File: config.mk
export PLATFORM = sky130hd
export DESIGN_NAME = i2c_ctrl
export DESIGN_NICKNAME = d
export VERILOG_FILES = /design/src/hdl/i2c_pkg.sv /design/src/hdl/i2c_ctrl.sv
export SDC_FILE = /design/constraint.sdc
export NUM_CORES = 1
export LEC_CHECK = 0
export ABC_AREA = 1
export ABC_CLOCK_PERIOD_IN_PS = 3380
export BUFFER_PORTS_ARGS = -buffer_cell sky130_fd_sc_hd__clkbuf_2
export CAP_MARGIN = 30
export CORE_MARGIN = 4
export CORE_UTILIZATION = 37
export CTS_CLUSTER_SIZE = 25
export DETAILED_ROUTE_END_ITERATION = 16
export SETUP_SLACK_MARGIN = 0.2
export SLEW_MARGIN = 0
export SYNTH_ARGS = -nofsm -noshare
export SYNTH_HDL_FRONTEND = slang
export SYNTH_SLANG_ARGS = --single-unit
File: constraint.sdc
create_clock -name clk -period 3.38 [get_ports clk]
set_clock_uncertainty 0.1 [all_clocks]
set_input_delay 0.169 -clock clk [delete_from_list [all_inputs] [get_ports clk]]
set_output_delay 0.169 -clock clk [all_outputs]
set_load 0.02 [all_outputs]
File: src/hdl/i2c_pkg.sv
`default_nettype none

package i2c_pkg;

    parameter int BYTE_W = 8;

    // Transaction sequencing
    typedef enum logic [3:0] {
        IDLE,
        START,
        ADDR,
        ACK_ADDR,
        WRITE,
        ACK_W,
        READ,
        ACK_R,
        STOP
    } bus_state_e;

    // Quarters of one bus bit
    typedef enum logic [1:0] {
        PHASE1,
        PHASE2,
        PHASE3,
        PHASE4
    } phase_e;

    // First byte on the bus as raw bits or as address plus direction
    typedef union packed {
        logic [BYTE_W-1:0] raw;
        struct packed {
            logic [BYTE_W-2:0] addr;
            logic              rw;
        } fields;
    } first_byte_u;

endpackage

`default_nettype wire

File: src/hdl/i2c_ctrl.sv
`timescale 1ns/1ps
`default_nettype none

module i2c_ctrl (
    input  logic                clk,
    input  logic                reset,
    input  logic                tick,
    input  logic                i2c_en,
    input  logic                i2c_start,
    input  logic                i2c_stop,
    input  logic                i2c_last_byte,
    input  logic                sda_in,
    input  logic                rw,
    output i2c_pkg::bus_state_e state,
    output i2c_pkg::phase_e     phase,
    output logic                load_tx,
    output logic                shift_tx,
    output logic                shift_rx,
    output logic                commit_rx,
    output logic                ack_level,
    output logic                tx_done,
    output logic                tx_ready,
    output logic                rx_done,
    output logic                ack_error
);

    localparam int CNT_W = $clog2(i2c_pkg::BYTE_W);
    localparam logic [CNT_W-1:0] LAST_BIT = CNT_W'(i2c_pkg::BYTE_W - 1);

    i2c_pkg::bus_state_e state_next;
    i2c_pkg::phase_e     phase_next;
    logic [CNT_W-1:0]    bit_cnt;
    logic [CNT_W-1:0]    bit_cnt_next;
    logic                last_flag;
    logic                last_next;
    logic                nack_flag;
    logic                nack_next;
    logic                phase_end;
    logic                sample_tick;

    assign phase_end   = tick && (phase == i2c_pkg::PHASE4);
    assign sample_tick = tick && (phase == i2c_pkg::PHASE2);

    // High means NACK on the current read byte
    assign ack_level = last_flag;

    always_ff @(posedge clk or posedge reset) begin
        if (reset) begin
            state     <= i2c_pkg::IDLE;
            phase     <= i2c_pkg::PHASE1;
            bit_cnt   <= '0;
            last_flag <= 1'b0;
            nack_flag <= 1'b0;
        end else begin
            state     <= state_next;
            phase     <= phase_next;
            bit_cnt   <= bit_cnt_next;
            last_flag <= last_next;
            nack_flag <= nack_next;
        end
    end

    always_comb begin
        state_next   = state;
        phase_next   = phase;
        bit_cnt_next = bit_cnt;
        last_next    = last_flag;
        nack_next    = nack_flag;
        load_tx      = 1'b0;
        shift_tx     = 1'b0;
        shift_rx     = 1'b0;
        commit_rx    = 1'b0;
        tx_done      = 1'b0;
        tx_ready     = 1'b0;
        rx_done      = 1'b0;
        ack_error    = 1'b0;

        // Phase wraps from PHASE4 back to PHASE1
        if (tick) begin
            phase_next = i2c_pkg::phase_e'(phase + 2'd1);
        end

        case (state)
            i2c_pkg::IDLE: begin
                tx_ready     = 1'b1;
                phase_next   = i2c_pkg::PHASE1;
                bit_cnt_next = '0;
                nack_next    = 1'b0;
                if (i2c_en && i2c_start) begin
                    load_tx    = 1'b1;
                    last_next  = i2c_last_byte;
                    state_next = i2c_pkg::START;
                end
            end
            i2c_pkg::START: begin
                if (phase_end) begin
                    state_next = i2c_pkg::ADDR;
                end
            end
            i2c_pkg::ADDR, i2c_pkg::WRITE: begin
                if (phase_end) begin
                    shift_tx     = 1'b1;
                    bit_cnt_next = bit_cnt + 1'b1;
                    if (bit_cnt == LAST_BIT) begin
                        state_next = (state == i2c_pkg::ADDR) ? i2c_pkg::ACK_ADDR
                                                               : i2c_pkg::ACK_W;
                    end
                end
            end
            i2c_pkg::ACK_ADDR: begin
                if (sample_tick) begin
                    nack_next = sda_in;
                end
                if (phase_end) begin
                    tx_done  = 1'b1;
                    tx_ready = 1'b1;
                    if (nack_flag) begin
                        state_next = i2c_pkg::STOP;
                    end else if (rw) begin
                        state_next = i2c_pkg::READ;
                    end else begin
                        load_tx    = 1'b1;
                        state_next = i2c_pkg::WRITE;
                    end
                end
            end
            i2c_pkg::ACK_W: begin
                if (sample_tick) begin
                    nack_next = sda_in;
                end
                if (phase_end) begin
                    if (nack_flag) begin
                        state_next = i2c_pkg::STOP;
                    end else begin
                        // Host decides at this hand-off whether to stop
                        tx_done  = 1'b1;
                        tx_ready = 1'b1;
                        if (i2c_stop) begin
                            state_next = i2c_pkg::STOP;
                        end else begin
                            load_tx    = 1'b1;
                            state_next = i2c_pkg::WRITE;
                        end
                    end
                end
            end
            i2c_pkg::READ: begin
                if (phase == i2c_pkg::PHASE1 && bit_cnt == '0) begin
                    last_next = i2c_last_byte;
                end
                if (sample_tick) begin
                    shift_rx = 1'b1;
                end
                if (phase_end) begin
                    bit_cnt_next = bit_cnt + 1'b1;
                    if (bit_cnt == LAST_BIT) begin
                        state_next = i2c_pkg::ACK_R;
                    end
                end
            end
            i2c_pkg::ACK_R: begin
                if (phase_end) begin
                    commit_rx  = 1'b1;
                    rx_done    = 1'b1;
                    tx_ready   = 1'b1;
                    state_next = last_flag ? i2c_pkg::STOP : i2c_pkg::READ;
                end
            end
            i2c_pkg::STOP: begin
                if (phase_end) begin
                    tx_done    = 1'b1;
                    tx_ready   = 1'b1;
                    ack_error  = nack_flag;
                    state_next = i2c_pkg::IDLE;
                end
            end
            default: begin
                state_next = i2c_pkg::IDLE;
            end
        endcase
    end

    // Phases need at least one cycle between ticks
    assert property (@(posedge clk) disable iff (reset) tick |=> !tick)
        else $error("tick high on two consecutive cycles");

    assert property (@(posedge clk) disable iff (reset) !(tx_done && rx_done))
        else $error("tx_done and rx_done high together");

endmodule

`default_nettype wire

==> results.tsv <==
stage	metric	value	unit
status	status	complete, no violations	
cts	cts_max_level	1	
floorplanning	num_io_pins	24	
placed_design	post-place-ws	1.760	ns
global_routing	gr-total-overflow	0	
worst_setup_path	critPathMaxFanout	6	
synthesis	synth-xor-area-share	0.9709	%
synthesis	avgSynthCellArea	7.217	um^2
sta	period_share	56.55	%
route	drcViolationCount	0	
placed_design	gp_congestion	0.8276	
finish	antenna_cells	0	
synthesis	synth.distinct_cells	28	
pwr	power_density	808.1	nW/um^2
sta	setup_tns	0	ns
worst_setup_path	slowest_delay	0.44	ns
cts	root_buffer	clkbuf_4	
floorplanning	row_count	17	
worst_setup_path	end_kind	output pin	
route	drt_pre_antenna_iters	4	
synthesis	netlist_instances	125	
sta	hold_slack	0.01499	ns
finish	layout.nets	167	
global_routing	grt_pass1_wl	3.601	mm
synthesis	syn_area	902.1	um^2
pwr	ir_drop	0.0003245	V
route	postRouteAntennaNets	0	
synthesis	yosys_most_used_dff	dfrtp_1	
synthesis	synth_top_area_share	30.51	%
cts	cts_setup_buffers	0	
pwr	leakagePower	0.5946	nW
synthesis	synth_common_cells	nand2_1, nand3_1, inv_1	
synthesis	yosys_warnings	0	
cts	insertion_delay	0.27	ns
flow_run	max-cap-violations	0	
worst_setup_path	crit_required	3.11	ns
cts	ctsResizeCount	0	
synthesis	synth_seq_cells	11	
worst_setup_path	crit_arrival	1.64	ns
global_routing	track_usage	13.86	%
cts	clk_pin_slew	0.07	ns
synthesis	synth_most_common_cell	nand2_1	
placed_design	hpwl	1.765	mm
sta	setup_violations	0	
synthesis	synth_largest_area_cell	dfrtp_1	
placed_design	numPortBuffers	23	
synthesis	synth_top_family_by_area	simple AND/OR/NAND/NOR gates	
synthesis	netlist_top_cells_area	dfrtp_1, nand2_1, ha_1	
synthesis	synth-compound-area-share	10.82	%
synthesis	synth_edf_count	0	
synthesis	yosys.area_share.simple	39.81	%
synthesis	synth_fa_ha_area_share	8.322	%
cts	cts_buffers	3	
worst_hold_path	hold_path.class	primary input to flip-flop	
worst_setup_path	critical_path.slowest_cell	dfrtp_1	
synthesis	synth.area.mux_share	0	%
route	wire_per_inst	11.89	um
synthesis	async_flop_share	100.0	%
floorplanning	die_area	3292	um^2
finish	drive_gt1_share	30.46	%
route	drt-initial-drc-count	18	
cts	cts_tree	built	
worst_setup_path	path_class	flip-flop to output pin	
worst_setup_path	cp_common_cell	nand3_1	
pwr	power	864.5	uW
floorplanning	die_h	57.38	um
worst_hold_path	hold-path-cell-count	3	
sta	tightestPinTransition	0.4412	ns
global_routing	first_global_vias	838	
cts	cts_sinks	11	
floorplanning	die_x	57.38	um
route	vias	888	
synthesis	ys_seq_area_share	30.51	%
sta	finalMaxSlewViolations	0	
sta	maxSlewHeadroom	70.55	%
floorplanning	initial_utilization	39.64	%
floorplanning	coreArea	2276	um^2
sta	clock.fmax	523.2	MHz
sta	rsz0062_at_grt	false	
route	routed_wl	2.128	mm
synthesis	syn-num-nets	140	
worst_setup_path	crit_chain	ha_1 > nand2_1 > inv_1 > nand3_1 > nand3_1 > clkbuf_2	
worst_setup_path	rr_worst_depth	7	
global_routing	grt_max_degree	12	
sta	setup_ws	1.469	ns
sta	period_minus_slack	1.911	ns
cts	cts.path.max_buffers	2	
worst_setup_path	setup.worst_path.start_class	flip-flop	
route	via_per_inst	4.961	
sta	hold_viol	0	
finish	syn2layout_area_growth	18.59	%
global_routing	antenna_found_initial	0	
worst max-delay path, delay by kind of cell, from the launching register on:
kind | cells | cell delay, ns
simple gates | 3 | 0.41
fa+ha+maj | 1 | 0.21
flops | 1 | 0.44
buf+inv | 2 | 0.30
layer usage:
layer	vias to the layer above	wire length (um)	track usage, %
met5	-	0	0
met4	0	38	5.960
met3	5	99	1.357
met2	27	1055	24.68
met1	398	934	16.69
li1	458	-	-
cell families (layout without fill, tap and decap cells):
logic type | count (synthesis) | after routing
and+or+nand+nor | 74 | 74
AOI/OAI and AO/OA | 13 | 13
DFF | 11 | 11
adders and majority gates | 6 | 6
xor gates and xnor gates | 1 | 1
buffers and inverters | 20 | 46
through the flow:
stage	instance area (um^2)	std cells	util (%)
finish	1070	179	47.00
global route	1070	179	47.00
CTS	1070	179	47.00
detailed placement	1033	174	45.41
global placement	1033	174	45.41
floorplan	902.1	125	-
power breakdown:
part           leakage (nW)  internal, mW  switching [mW]  total [mW]
registers             0.145         0.170          0.0614       0.232
clock network        0.0150        0.0457          0.0447      0.0903
logic                 0.434         0.180           0.362       0.542
total                 0.595         0.396           0.468       0.864
state kept, by name, indices dropped and copies added (netlist names):
name,cells
phase,2
nack_flag,1
bit_cnt,3
state,4
ack_level,1
final cells by class:
class | count | area [um^2]
Clock buffer | 4 | 26.28
Multi-Input combinational cell | 94 | 540.5
Tap cell | 28 | 35.03
Inverter | 18 | 67.56
Fill cell | 238 | 1206
Timing Repair Buffer | 24 | 125.1
Sequential cell | 11 | 275.3
worst paths after layout:
path | from | endpoint | slack, ns
max | phase[0]$_DFFE_PP0P_ | tx_ready | 1.47
min | i2c_last_byte | ack_level$_DFFE_PP0P_ | 0.01
max reg2reg | phase[0]$_DFFE_PP0P_ | state[0]$_DFFE_PP0P_ | 1.78
min reg2reg | bit_cnt[1]$_DFFE_PP0P_ | bit_cnt[1]$_DFFE_PP0P_ | 0.41
max in group asynchronous | reset | bit_cnt[0]$_DFFE_PP0P_ | 2.55
min in group asynchronous | reset | state[3]$_DFFE_PP0P_ | 0.32
placed cells by master, fill, tap and decap left out, types with 3 or more instances in the layout:
master    Yosys  final
inv_2         5      5
nand2_1      33     33
nor2_1        8      8
nand3_1      13     13
nand4_1       4      4
nand2_2       6      6
o211ai_1      3      3
dfrtp_1      11     11
clkbuf_2      0     23
ha_1          6      6
nor3_1        3      3
clkbuf_4      0      3
inv_1        12     12
repair_timing:
item                                    4_1_cts  5_1_grt
endpoints found under the setup margin        0        0
hold buffers                                  1        0
hold endpoints to repair                     11        0
Note: power is estimated with default switching activity, not from simulation.
