### src/hdl/i2c_pkg.sv
`default_nettype none

package i2c_pkg;

    parameter int BYTE_W = 8;

    // Transaction sequencing
    typedef enum logic [3:0] {
        IDLE,
        START,
        ADDR,
        ACK_ADDR,
        WRITE,
        ACK_W,
        READ,
        ACK_R,
        STOP
    } bus_state_e;

    // Quarters of one bus bit
    typedef enum logic [1:0] {
        PHASE1,
        PHASE2,
        PHASE3,
        PHASE4
    } phase_e;

    // First byte on the bus as raw bits or as address plus direction
    typedef union packed {
        logic [BYTE_W-1:0] raw;
        struct packed {
            logic [BYTE_W-2:0] addr;
            logic              rw;
        } fields;
    } first_byte_u;

endpackage

`default_nettype wire

### src/hdl/i2c_shift_reg.sv
`timescale 1ns/1ps
`default_nettype none

module i2c_shift_reg (
    input  logic                        clk,
    input  logic                        reset,
    input  logic                        load_tx,
    input  logic                        shift_tx,
    input  logic                        shift_rx,
    input  logic                        commit_rx,
    input  logic                        sda_in,
    input  logic [i2c_pkg::BYTE_W-1:0]  tx_data,
    output logic                        tx_bit,
    output logic                        rw,
    output logic [i2c_pkg::BYTE_W-1:0]  rx_data
);

    localparam int W = i2c_pkg::BYTE_W;

    i2c_pkg::first_byte_u load_word;
    i2c_pkg::first_byte_u tx_word;
    logic [W-1:0]         rx_word;

    assign load_word.raw = tx_data;

    // MSB goes out first
    assign tx_bit = tx_word.raw[W-1];

    always_ff @(posedge clk) begin
        if (load_tx) begin
            tx_word <= load_word;
        end else if (shift_tx) begin
            tx_word.raw <= {tx_word.raw[W-2:0], 1'b0};
        end
        if (shift_rx) begin
            rx_word <= {rx_word[W-2:0], sda_in};
        end
    end

    always_ff @(posedge clk or posedge reset) begin
        if (reset) begin
            rw      <= 1'b0;
            rx_data <= '0;
        end else begin
            // Direction bit for the address acknowledge
            if (load_tx) begin
                rw <= load_word.fields.rw;
            end
            if (commit_rx) begin
                rx_data <= rx_word;
            end
        end
    end

endmodule

`default_nettype wire

### config.mk
export PLATFORM = sky130hd
export DESIGN_NAME = i2c_shift_reg
export DESIGN_NICKNAME = d
export VERILOG_FILES = /design/src/hdl/i2c_pkg.sv /design/src/hdl/i2c_shift_reg.sv
export SDC_FILE = /design/constraint.sdc
export NUM_CORES = 1
export LEC_CHECK = 0
export ABC_AREA = 1
export ABC_CLOCK_PERIOD_IN_PS = 800
export BUFFER_PORTS_ARGS = -buffer_cell sky130_fd_sc_hd__buf_2
export CAP_MARGIN = 20
export CORE_MARGIN = 4
export CORE_UTILIZATION = 44
export CTS_CLUSTER_DIAMETER = 80
export DETAILED_ROUTE_END_ITERATION = 16
export PLACE_DENSITY = 0.71
export SLEW_MARGIN = 20
export SYNTH_ARGS = -nofsm -noshare
export SYNTH_HDL_FRONTEND = slang
export SYNTH_SLANG_ARGS = --single-unit
### constraint.sdc
create_clock -name clk -period 0.8 [get_ports clk]
set_input_delay 0.16 -clock clk [delete_from_list [all_inputs] [get_ports clk]]
set_output_delay 0.16 -clock clk [all_outputs]
set_load 0.03 [all_outputs]
==> impl_metrics.tcl, run 1 <==
set metrics [dict create \
    cpPeakStageDelay_ns 0.42 \
    yosys.area.top_type "edfxtp_1" \
    p_leak_uw 0.0006036 \
    drtPass1Iterations 4 \
    max_freq_ghz 0.9573 \
    rows 16 \
    pin_count 25 \
    criticalPathCategory "flip-flop to output port" \
    clk-insertion-delay-late_ns 0.32 \
    max_slew_margin_pct 75.95 \
    cts.sinks 25 \
    cts_buffers 3 \
    synth_edf_count 16 \
    placedCellCount 130 \
    rsz0062_at_grt "true" \
    antennaDiodeCount 0 \
    crit_buf_inv 1 \
    drtIter0Drc 16 \
    crit_required_ns 0.64 \
    synth-async-reset-ratio_pct 36.00 \
    yosys.cell_count.top_type "nand2_1" \
    nFillCells 165 \
    htree_levels 1 \
    clockBufferDepth 2 \
    drv_cap 0 \
    setup_viol 12 \
    fin_skew_ns 0.01222 \
    vias 633 \
    postSynthCellCount 80 \
    antenna_found_initial 0 \
    power_density_nw_per_um2 2069 \
    finalHoldViolations 0 \
    avgSynthCellArea_um2 11.62 \
    start_util_pct 46.91 \
    via_per_inst 4.489 \
    port-buffer-count 24 \
    slew_viol_final 0 \
    clkTransAtPathRegs_ns 0.14 \
    netlist_top_cells_count "48 x nand2_1, 16 x edfxtp_1, 9 x dfrtp_1" \
    grt_overflow_total 0 \
    crit_arrival_ns 0.88 \
    seq_area_frac_synth_pct 75.91 \
    ys.flop_type "edfxtp_1" \
    critPathMaxFanout 2 \
    path_delay_family "flip-flops" \
    yosysTopAreaCellShare_pct 51.68 \
    die_h_um 53.97 \
    drt_wl_total_mm 1.638 \
    die_w_um 53.97 \
    cts_tree "yes" \
    fp.coreArea_um2 1982 \
    min_period_over_period_pct 130.6 \
    fin_ws_ns -0.2446 \
    syn_nets 95 \
    period_minus_slack_ns 1.045 \
    clock-root-buffer "clkbuf_4" \
    grt_max_degree 16 \
    pre_cts_slack_ns -0.02193 \
    status "finished with violations" \
    cp_slowest_cell "dfrtp_1" \
    grt_pass1_wl_mm 2.573 \
    critPathCaptureType "output port" \
    postSynthRegisterBits 25 \
    final_cells 141 \
    synth_cell_types 7 \
    first_global_vias 581 \
    ys_top_cells_by_area "edfxtp_1 52%, dfrtp_1 24%, nand2_1 19%" \
    violations "setup timing" \
    hold_path.class "input port to flip-flop" \
    cp_cell_sequence "buf_6" \
    grt_use_total_pct 13.31 \
    drc 0 \
    irDropWorstVdd_v 0.001282 \
    worst_pin_slew_ns 0.3604 \
    dieArea_um2 2912 \
    worstSetupStartpointType "flip-flop" \
    num-nets-final 130 \
    area_growth_pct 31.36 \
    place.gp.congestion 0.7440 \
    syn_area_um2 929.6 \
    ant_nets 0 \
    yosys_warnings 0 \
    wl_per_cell_um 11.62 \
    drive_gt1_share_pct 32.46 \
]
where the power goes:
part / switching [uW] / internal, uW / leakage (uW)
combinational: 223 / 186 / 0.000318
clock: 373 / 191 / 0.0000139
sequential: 55.0 / 1500 / 0.000272
total: 650 / 1880 / 0.000604
cells in the final DEF, fill, tap and decap left out:
cell type and instances:
buf_6 10, buf_4 6, inv_1 2, clkbuf_4 3, or2_4 1, clkinvlp_4 1, inv_2 2, edfxtp_1 16
dlygate4sd3_1 2, nand2_1 48, dfrtp_1 9, buf_2 14
worst reg2reg max path: cells and delay by family (launching register included):
| kind | cells | cell delay, ns |
|---|---|---|
| flops | 1 | 0.42 |
| buf+inv | 2 | 0.26 |
| simple gates | 2 | 0.12 |
path summary, 6_finish.rpt:
check | start | to | slack, ns | cells after the start
max | rx_data[0] | rx_data[0] | -0.24 | 1
min | tx_data[0] | rw | 0.08 | 3
max reg2reg | rx_data[5] | rx_data[5] | -0.08 | 4
min reg2reg | rx_word[0] | rx_word[1] | 0.47 | 0
max in group asynchronous | reset | rw | 0.21 | 3
min in group asynchronous | reset | rx_data[3] | 0.32 | 3
layer usage:
metal	share of wire, %	GRT usage, %	up-vias
met1	43	17.20	298
met4	0.79	7.660	0
li1	-	-	322
met3	3.0	2.493	2
met5	0	0	-
met2	53	20.77	11
stage by stage:
| step | hold slack [ns] | TNS, ns | total power, uW | utilization (%) | area, um^2 |
|---|---|---|---|---|---|
| after floorplan | -0.01208 | 0 | 1769 | - | 932.1 |
| after global placement | 0.1416 | -0.1124 | 1873 | 54.04 | 1071 |
| after detailed placement | 0.1507 | -0.1843 | 1886 | 54.04 | 1071 |
| after CTS | 0.07526 | -2.450 | 2534 | 60.86 | 1206 |
| after global routing | 0.1017 | -2.900 | 2643 | 61.62 | 1221 |
| final | 0.07971 | -2.475 | 2526 | 61.62 | 1221 |
registers in the layout (all words and copies together), names as in the netlist:
| signal | count |
|---|---|
| rx_data | 8 |
| tx_word | 8 |
| rx_word | 8 |
| rw | 1 |
timing repair:
item / in CTS / in global routing
endpoints found under the setup margin: 10 / 11
hold buffers: 2 / 0
endpoints found under the hold margin: 10 / 0
resized for setup: 20 / 0
pin swaps: 0 / 1
buffers inserted: 3 / 2
cell type report:
cell class	count	area (um^2)	area share, %
Multi-Input combinational cell	49	188.9	15.47
Timing Repair Buffer	32	247.7	20.29
Tap cell	27	33.78	2.766
Inverter	4	15.01	1.230
Clock buffer	3	22.52	1.844
Clock inverter	1	7.507	0.6148
Sequential cell	25	705.7	57.79
logic make-up after synthesis:
group,count (synthesis),synth area share (%)
buffers and inverters,6,4.038
flip-flops,25,75.91
AND/OR/NAND/NOR,49,20.05
No activity file was read; power rests on OpenSTA's default activity.
==> run 2: changes to the inputs <==
--- a/config.mk
+++ b/config.mk
@@ -11,9 +11,8 @@
 export CAP_MARGIN = 20
 export CORE_MARGIN = 4
 export CORE_UTILIZATION = 44
-export CTS_CLUSTER_DIAMETER = 80
 export DETAILED_ROUTE_END_ITERATION = 16
-export PLACE_DENSITY = 0.71
+export PLACE_DENSITY = 0.69
 export SLEW_MARGIN = 20
 export SYNTH_ARGS = -nofsm -noshare
 export SYNTH_HDL_FRONTEND = slang
==> run 2 against run 1 <==
  * The run still ends with setup timing left
  * Critical path type unchanged
  * Sequential share of layout area decreased by 0.99 points
  * Maximum frequency up 1.9%
  * Global-route usage fell by 0.23 points
  * Largest cell class unchanged
==> impl_metrics.tcl, run 2 (synthesis results as in run 1) <==
set metrics [dict create \
    htree_levels 1 \
    drt_wl_total_mm 1.611 \
    ant_nets 0 \
    grt_overflow_total 0 \
    critPathCaptureType "output port" \
    num-nets-final 133 \
    hpwl_mm 1.123 \
    max_slew_margin_pct 75.36 \
    die_h_um 53.97 \
    wl_per_cell_um 11.19 \
    min_period_over_period_pct 128.2 \
    via_per_inst 4.340 \
    cp_slowest_cell "dfrtp_1" \
    cts_tree "yes" \
    slew_viol_final 0 \
    reg_top3 "rx_data x8, rx_word x8, tx_word x8" \
    dieArea_um2 2912 \
    area_growth_pct 33.65 \
    finalHoldViolations 0 \
    cpPeakStageDelay_ns 0.42 \
    worst_pin_slew_ns 0.3692 \
    period_minus_slack_ns 1.025 \
    die_w_um 53.97 \
    critPathMaxFanout 2 \
    crit_arrival_ns 0.87 \
    timing.rr.end "rx_data[1]" \
    antenna_found_initial 0 \
    vias 625 \
    clkTransAtPathRegs_ns 0.12 \
    first_global_vias 605 \
    drtPass1Iterations 4 \
    start_util_pct 46.91 \
    drtIter0Drc 15 \
    crit_buf_inv 1 \
    hold_end "rw" \
    port-buffer-count 24 \
    rows 16 \
    r2r_start "rx_data[1]" \
    criticalPathCategory "flip-flop to output port" \
    fin_skew_ns 0.004452 \
    path_delay_family "flip-flops" \
    finalPower_uw 2507 \
    hold_path.class "input port to flip-flop" \
    grt_use_total_pct 13.08 \
    crit_required_ns 0.64 \
    clockBufferDepth 2 \
    clock-root-buffer "clkbuf_4" \
    fin_setup_tns_ns -2.244 \
    status "finished with violations" \
    reg2reg_depth 4 \
    cts.sinks 25 \
    rsz0062_at_grt "true" \
    fp.coreArea_um2 1982 \
    final_cell_mix "47 x nand2_1, 16 x edfxtp_1, 14 x buf_2" \
    drv_cap 0 \
    worstSetupStartpointType "flip-flop" \
    max_freq_ghz 0.9752 \
    power_density_nw_per_um2 2017 \
    pin_count 25 \
    grt_max_degree 14 \
    grt_pass1_wl_mm 2.608 \
    setup_viol 12 \
    drive_gt1_share_pct 34.19 \
    violations "setup timing" \
    clk-insertion-delay-late_ns 0.30 \
    cts_buffers 3 \
    place.gp.congestion 0.7064 \
    final_common_cell "nand2_1" \
    irDropWorstVdd_v 0.001254 \
    cp_cell_sequence "buf_6" \
    r2r_slack_ns -0.05 \
    hold_depth 3 \
    fin_ws_ns -0.2254 \
    p_leak_uw 0.0006197 \
    antennaDiodeCount 0 \
    drc 0 \
    min_from "tx_data[0]" \
]
[run 2: changes by cell type in the layout (fill, tap and decap cells not counted)]
cell        change
nand2_2         +1
clkinvlp_4      -1
nand2_1         -1
buf_4           +3
clkbuf_1        +1
[run 2: stage by stage]
step | area (um^2) | setup slack [ns] | std cells | utilization [%] | hold WS [ns]
3_5_place_dp | 1079 | -0.02595 | 131 | 54.42 | 0.1533
6_report | 1242 | -0.2254 | 144 | 62.69 | 0.07465
4_1_cts | 1215 | -0.2439 | 141 | 61.30 | 0.01522
5_1_grt | 1242 | -0.2830 | 144 | 62.69 | 0.06519
2_1_floorplan | 932.1 | 0.01003 | 80 | - | -0.01208
3_3_place_gp | 1079 | -0.01264 | 131 | 54.42 | 0.1447
[run 2: final cells by class]
cell class | instances | area (um^2)
tap | 27 | 33.78
timing repair buffer | 35 | 270.3
fill | 160 | 739.5
sequential | 25 | 705.7
inverter | 4 | 15.01
multi-input combinational | 49 | 191.4
clock buffer | 4 | 26.28
[run 2: power by group]
part | switching [uW] | leakage (uW) | internal, uW
clock | 335 | 0.0000150 | 194
sequential | 51.9 | 0.000272 | 1500
combinational | 225 | 0.000333 | 201
total | 613 | 0.000620 | 1890
[run 2: worst max-delay path by stage]
stage	start	endpoint	slack, ns	cells past startpoint
after floorplan	load_tx	tx_word[0]	0.01	2
after global placement	load_tx	tx_word[7]	-0.01	2
after detailed placement	load_tx	tx_word[7]	-0.03	2
after CTS	rx_data[5]	rx_data[5]	-0.24	1
after global routing	rx_data[0]	rx_data[0]	-0.28	1
final	rx_data[5]	rx_data[5]	-0.23	1
[run 2: metal layers]
layer	vias up	GRT usage (%)	wire, um
met5	-	0	0
met4	0	7.660	19
met3	2	2.493	63
met2	16	19.96	774
met1	281	17.24	754
li1	326	-	-
[run 2: timing repair]
item | CTS | global route
gates cloned | 0 | 0
endpoints found under the hold margin | 9 | 1
pin swaps | 0 | 0
endpoints found under the setup margin | 10 | 10
resized for setup | 20 | 1
buffers inserted | 5 | 2
hold buffers | 1 | 1
