<file path="src/hdl/i2c_tick_gen.sv">
`timescale 1ns/1ps
`default_nettype none

module i2c_tick_gen #(
    parameter int SYS_CLOCK_FREQ    = 100_000_000,
    parameter int TARGET_CLOCK_FREQ = 100_000,
    parameter int DIV_SCALE         = 4
) (
    input  logic clk,
    input  logic reset,
    input  logic en,
    output logic tick
);

    localparam int CLOCK_DIV = SYS_CLOCK_FREQ / TARGET_CLOCK_FREQ;
    localparam int F_COUNT   = CLOCK_DIV / DIV_SCALE;
    localparam int CNT_W     = (F_COUNT > 1) ? $clog2(F_COUNT) : 1;

    logic [CNT_W-1:0] count;

    always_ff @(posedge clk or posedge reset) begin
        if (reset) begin
            count <= '0;
            tick  <= 1'b0;
        end else if (en) begin
            if (count == CNT_W'(F_COUNT - 1)) begin
                count <= '0;
                tick  <= 1'b1;
            end else begin
                count <= count + 1'b1;
                tick  <= 1'b0;
            end
        end else begin
            // Counter holds while disabled
            tick <= 1'b0;
        end
    end

    assert property (@(posedge clk) F_COUNT >= 2)
        else $error("F_COUNT below 2, ticks would run back to back");

endmodule

`default_nettype wire

</file>
<file path="config.mk">
export PLATFORM = sky130hd
export DESIGN_NAME = i2c_tick_gen
export DESIGN_NICKNAME = d
export VERILOG_FILES = /design/src/hdl/i2c_tick_gen.sv
export SDC_FILE = /design/constraint.sdc
export NUM_CORES = 1
export LEC_CHECK = 0
export BUFFER_PORTS_ARGS = -buffer_cell sky130_fd_sc_hd__buf_4
export CAP_MARGIN = 20
export CORE_AREA = 2 2 39 41
export DETAILED_ROUTE_END_ITERATION = 8
export DIE_AREA = 0 0 41 43
export PLACE_DENSITY_LB_ADDON = 0.25
export SETUP_SLACK_MARGIN = 0.05
export SYNTH_ARGS = -nofsm -noshare
export SYNTH_HDL_FRONTEND = slang
export SYNTH_SLANG_ARGS = --single-unit
export TNS_END_PERCENT = 30
</file>
<file path="constraint.sdc">
create_clock -name clk -period 2.6 [get_ports clk]
set_input_delay 0.39 -clock clk [delete_from_list [all_inputs] [get_ports clk]]
set_output_delay 0.39 -clock clk [all_outputs]
set_load 0.05 [all_outputs]
</file>
==> flow_summary.ini, run 1 <==
[sta]
totalNegativeSetupSlack_ns = 0
finalHoldWorstSlack_ns = 0.102
slew-limit-headroom_pct = 74.1
worst_slew_pin_slew_ns = 0.387
fmaxAchievable_ghz = 0.729
rsz_0062_raised_after_global_routing = no
report.final.setup_viol = 0
maxSlewViolCount = 0
final_min_period_over_clock_period_pct = 52.8
timing.final.crit_period_ns = 1.37
final_hold_viol_count = 0
clock-skew-final_ns = 0.000286

[floorplanning]
num_rows = 14
die_area_sq_um = 1760
core_outline_area_sq_um = 1380
horiz_die_dim_um = 41
floorplan.die.height_um = 43
start_util_pct = 34.4
io_pins = 4

[clock_tree]
cts-hold-fix-buffers = 0
numClockSinks = 9
clock_tree.htree_level_count = 1
clkLatencyLatePin_ns = 0.25
clockRootBuffer = sky130_fd_sc_hd__clkbuf_4
cts_max_path_buffers = 2
cts_made_buffers = 3
cts.reportedPaths.clkPinSlew_ns = 0.06
cts_tree = built
postCtsSetupRepairBufs = 0
cts_resized = 0

[flow_run]
timing.max_cap.violations = 0

[cells_and_area]
diodes = 0
finalInstanceArea_sq_um = 534
synthToLayoutAreaGrowth_pct = 12.1
final.fill_count = 141
fin_nets = 56
instances_no_fill = 66
layout.core_utilization_pct = 38.6
drive_above_1_share_pct = 20.0

[power]
power_leakage_nw = 0.250
internal-power_uw = 332
switching_power_uw = 199
power_density_nw_per_um2 = 994
comb_power_share_pct = 30.5
switching_share_pct = 37.4
worst_ir_drop_vdd_mv = 0.465
sequentialPowerShare_pct = 49.5
power_frac_clock_pct = 20.0

[min_path]
min_path_type = primary input to asynchronous set/reset pin

[synth]
post_synth_main_area_contributors = sky130_fd_sc_hd__dfrtp_1 47%, sky130_fd_sc_hd__xor2_1 5.5%, sky130_fd_sc_hd__ha_1 5.2%
netlist-cell-type-count = 24
seq_area_frac_synth_pct = 47.2
synth_area_sq_um = 477
synth-async-reset-ratio_pct = 100
postSynth.topFlopCell = sky130_fd_sc_hd__dfrtp_1
post-synth-top-area-cell = sky130_fd_sc_hd__dfrtp_1
most_used_standard_cells_in_the_synthesized_netlist = 9 x sky130_fd_sc_hd__dfrtp_1, 5 x sky130_fd_sc_hd__nor2_1, 3 x sky130_fd_sc_hd__inv_1, 3 x sky130_fd_sc_hd__xor2_1
synth_warnings = 0
syn-instance-count = 44
synth_top_area_share_pct = 47.2
ys_ff_latch = 9
synth_nets = 49
synth-edff-count = 0
mean_cell_area_of_the_mapped_netlist_sq_um = 10.8
post-synth-top-count-cell = sky130_fd_sc_hd__dfrtp_1

[global_routing]
grt_pass1_vias = 302
overflow_left_after_global_routing = 0
grt_start_max_net_pins = 10
grt_usage_pct = 10.9
wire_length_of_the_first_global_routing_pass_mm = 1.28
grt_antenna_before_repair = 0

[critical_path]
crit_path_max_fanout = 4
worst-endpoint-required_ns = 2.77
endpoint_kind = flip-flop
critPathKind = flip-flop to flip-flop
worst-endpoint-arrival_ns = 1.55
worst-r2r-setup-slack_ns = 1.23
critical_path.startpoint_type = flip-flop

[placement]
gp_congestion = 0.649
placedInstanceArea_sq_um = 508
place.detailed.instances = 62
post-dp-hpwl_um = 552
numPortBuffers = 3

[detailed_routing]
vias = 334
routed_wire_length_per_instance_um = 12.0
drt_first_pass_iters = 4
route.detailed.vias_per_inst = 5.06
routed_wirelength_um = 791
antenna_violating_nets_post_route = 0
drc_errors = 0
dr.first_iter.drc_count = 7

[status]
status = completed
==> final cells by class <==
class                      count  area [sq um]  share of cell area (%)
sequential                     9           225                    42.2
timing repair buffer           3          22.5                    4.22
clock buffer                   4          26.3                    4.92
inverter                       3          11.3                    2.11
tap                           16          20.0                    3.75
multi-input combinational     31           229                    42.9
==> layer usage <==
metal  global-route usage [%]  vias up  part of all wire [%]
li1                         -      168                     -
met1                     17.4      163                    50
met4                     4.00        0                     0
met3                     4.71        0                   2.3
met5                        0        -                     0
met2                     12.5        3                    48
==> metrics by stage <==
step                total power [mW]  worst slack [ns]
global route                   0.575              1.08
detailed placement             0.426              1.20
finish                         0.531              1.23
global placement               0.423              1.20
CTS                            0.538              1.19
floorplan                      0.390              1.31
==> final timing paths <==
path / cells past startpoint / startpoint / endpoint
max: 4 / count[0] / count[6]
min: 2 / reset / count[7]
min in group clk: 2 / en / count[1]
max reg2reg: 4 / count[0] / count[6]
max in group asynchronous: 2 / reset / count[4]
min reg2reg: 1 / count[7] / count[7]
==> critical path: stages (launching register included) <==
cell and delay (ns):
sky130_fd_sc_hd__dfrtp_1 0.42, sky130_fd_sc_hd__ha_1 0.22, sky130_fd_sc_hd__nand3_1 0.10, sky130_fd_sc_hd__or4b_1 0.47, sky130_fd_sc_hd__o211ai_1 0.09
==> sequential cells by signal (all words and copies together), names as in the netlist <==
register / cells
count: 8
tick: 1
==> power groups by stage <==
stage | logic, mW | clock network (mW) | registers, mW
final | 0.162 | 0.106 | 0.263
after detailed placement | 0.161 | 0 | 0.265
after CTS | 0.165 | 0.111 | 0.263
after floorplan | 0.138 | 0 | 0.252
after global routing | 0.184 | 0.117 | 0.274
after global placement | 0.158 | 0 | 0.266
==> cells by family after synthesis <==
| logic type | synth area share (%) |
|---|---|
| xor+xnor | 7.35 |
| flops | 47.2 |
| compound gates | 10.5 |
| simple gates | 24.9 |
| buf+inv | 4.72 |
| fa+ha+maj | 5.25 |
==> placed cells by master (no fill, tap or decap), types with 2 or more instances in the layout <==
cell type / Yosys / routed
sky130_fd_sc_hd__dfrtp_1: 9 / 9
sky130_fd_sc_hd__clkbuf_4: 0 / 3
sky130_fd_sc_hd__buf_4: 0 / 3
sky130_fd_sc_hd__xor2_1: 3 / 3
sky130_fd_sc_hd__inv_1: 3 / 3
sky130_fd_sc_hd__nor2_1: 5 / 5
sky130_fd_sc_hd__ha_1: 2 / 2
sky130_fd_sc_hd__nand3_1: 2 / 2
sky130_fd_sc_hd__o21ai_0: 2 / 2
sky130_fd_sc_hd__nand2_1: 2 / 2
Power figures use the tool's default switching activity.
==> run 2: changes to the inputs <==
Clock period 2.6 ns to 1.3 ns, I/O delays scaled along.
==> run 2 against run 1 <==
Against the previous run: the run now ends with negative setup slack left; combinational power rose to 3.1 times the previous value; register-to-register slack worse by 1.3 ns; clock skew up 0.011 ns; cell area rose by 16%; sequential share of layout area decreased by 5.9 points; power rose by 130%; highest routed layer unchanged; via count rose by 11%; clock-buffer cell count did not move; critical path type unchanged; critical path depth stayed put; global-route usage rose by 1.6 points; fmax grew 3.2%.
==> flow_summary.ini, run 2 (synthesis gave the netlist of run 1 again) <==
[clock_tree]
cts_tree = built
clockRootBuffer = sky130_fd_sc_hd__clkbuf_4
clock_tree.htree_level_count = 1
cts.reportedPaths.clkPinSlew_ns = 0.06
cts_max_path_buffers = 2
clkLatencyLatePin_ns = 0.26
numClockSinks = 9
cts_made_buffers = 3

[power]
power_frac_clock_pct = 16.9
power_density_nw_per_um2 = 2000
power_leakage_nw = 0.294
switching_share_pct = 35.6
internal-power_uw = 801
switching_power_uw = 443
comb_power_share_pct = 41.0
sequentialPowerShare_pct = 42.1
worst_ir_drop_vdd_mv = 0.902

[critical_path]
timing.rr.start = count[0]
worst-endpoint-required_ns = 1.48
crit_path_max_fanout = 4
worst_r2r_endpoint = count[6]
worst-r2r-setup-slack_ns = -0.03
worst_reg_to_reg_cells = 4
critPathKind = flip-flop to flip-flop
critical_path.startpoint_type = flip-flop
startpoint = count[0]
worst-endpoint-arrival_ns = 1.51
endpoint_kind = flip-flop

[placement]
placedInstanceArea_sq_um = 553
post-dp-hpwl_um = 613
detailedPlace.worstSlack_ns = -0.0301
gp_congestion = 0.655
place.detailed.instances = 68
numPortBuffers = 3

[detailed_routing]
drt_first_pass_iters = 4
routed_wire_length_per_instance_um = 11.7
antenna_violating_nets_post_route = 0
drc_errors = 0
routed_wirelength_um = 876
vias = 371
dr.first_iter.drc_count = 6
route.detailed.vias_per_inst = 4.95

[cells_and_area]
diodes = 0
mostFrequentLayoutCells = 11 x sky130_fd_sc_hd__buf_4, 9 x sky130_fd_sc_hd__dfrtp_1, 5 x sky130_fd_sc_hd__nor2_1
synthToLayoutAreaGrowth_pct = 30.4
fin_nets = 65
layout.cells.most_common = sky130_fd_sc_hd__buf_4
drive_above_1_share_pct = 37.3
largest-register = count
reg.largest.list = count x8, tick x1
layout.core_utilization_pct = 44.9
finalInstanceArea_sq_um = 622
instances_no_fill = 75
final.fill_count = 139
max_ffs_per_register = 8

[sta]
fmaxAchievable_ghz = 0.752
final_min_period_over_clock_period_pct = 102
worst_slew_pin_slew_ns = 0.339
slew-limit-headroom_pct = 77.4
clock-skew-final_ns = 0.0111
rsz_0062_raised_after_global_routing = yes
totalNegativeSetupSlack_ns = -0.0295
report.final.setup_viol = 1
timing.final.crit_period_ns = 1.33
final_hold_viol_count = 0
pnr_worst_setup_slack_ns = -0.0295
maxSlewViolCount = 0

[floorplanning]
start_util_pct = 34.4
die_area_sq_um = 1760
num_rows = 14
core_outline_area_sq_um = 1380
io_pins = 4
floorplan.die.height_um = 43
horiz_die_dim_um = 41

[global_routing]
grt_usage_pct = 12.5
grt_antenna_before_repair = 0
overflow_left_after_global_routing = 0
grt_pass1_vias = 345
grt_start_max_net_pins = 10
wire_length_of_the_first_global_routing_pass_mm = 1.43

[status]
status = finished, violations left
violations = negative setup slack

[min_path]
timing.hold.worst_path_depth = 2
min-delay-start = en
whs_endpoint = count[1]
min_path_type = primary input to flip-flop

[flow_run]
timing.max_cap.violations = 0
-- run 2: changes by cell type in the layout (fill, tap and decap cells not counted) --
cell	before	now
sky130_fd_sc_hd__nor3_2	1	2
sky130_fd_sc_hd__nand3_2	0	1
sky130_fd_sc_hd__nor3_1	1	0
sky130_fd_sc_hd__dlygate4sd3_1	0	1
sky130_fd_sc_hd__a211oi_2	0	1
sky130_fd_sc_hd__ha_1	2	1
sky130_fd_sc_hd__nand3_1	2	1
sky130_fd_sc_hd__a211oi_1	1	0
sky130_fd_sc_hd__ha_2	0	1
sky130_fd_sc_hd__buf_4	3	11
-- run 2: worst max-delay path by stage --
stage | endpoint
after floorplan | count[6]
after global placement | count[6]
after detailed placement | count[6]
after CTS | count[6]
after global routing | count[6]
final | count[6]
-- run 2: area by class of cell --
class | count | area (sq um) | area share (%)
inverter | 3 | 11.3 | 1.81
clock buffer | 4 | 26.3 | 4.23
tap | 16 | 20.0 | 3.22
multi-input combinational | 31 | 246 | 39.6
timing repair buffer | 12 | 92.6 | 14.9
sequential | 9 | 225 | 36.2
-- run 2: power groups by stage --
stage | sequential, mW | combinational (mW) | clock (mW)
2_1_floorplan | 0.504 | 0.277 | 0
3_3_place_gp | 0.522 | 0.431 | 0
3_5_place_dp | 0.525 | 0.429 | 0
4_1_cts | 0.519 | 0.474 | 0.223
5_1_grt | 0.540 | 0.566 | 0.240
6_report | 0.524 | 0.510 | 0.211
-- run 2: repair_timing --
item | 4_1_cts | 5_1_grt
setup buffers | 1 | 1
endpoints found under the setup margin | 3 | 8
gates resized for setup | 1 | 3
pin swaps | 0 | 1
hold buffers | 1 | 0
endpoints found under the hold margin | 9 | 0
-- run 2: per-stage QoR --
stage | hold slack, ns | power [mW]
2_1_floorplan | 0.0229 | 0.781
3_3_place_gp | 0.185 | 0.952
3_5_place_dp | 0.184 | 0.954
4_1_cts | 0.206 | 1.22
5_1_grt | 0.216 | 1.35
6_report | 0.220 | 1.24
-- run 2: worst max-delay path: stages, from the launching register on --
cell and delay (ns):
sky130_fd_sc_hd__dfrtp_1 0.40, sky130_fd_sc_hd__ha_2 0.22, sky130_fd_sc_hd__nand3_2 0.08, sky130_fd_sc_hd__or4b_1 0.47, sky130_fd_sc_hd__o211ai_1 0.09
-- run 2: layer usage --
metal	up-vias	wire length [um]	GRT usage, %
li1	185	-	-
met1	181	391	14.8
met2	5	442	18.1
met3	0	43	9.42
met4	0	0	2.00
met5	-	0	0
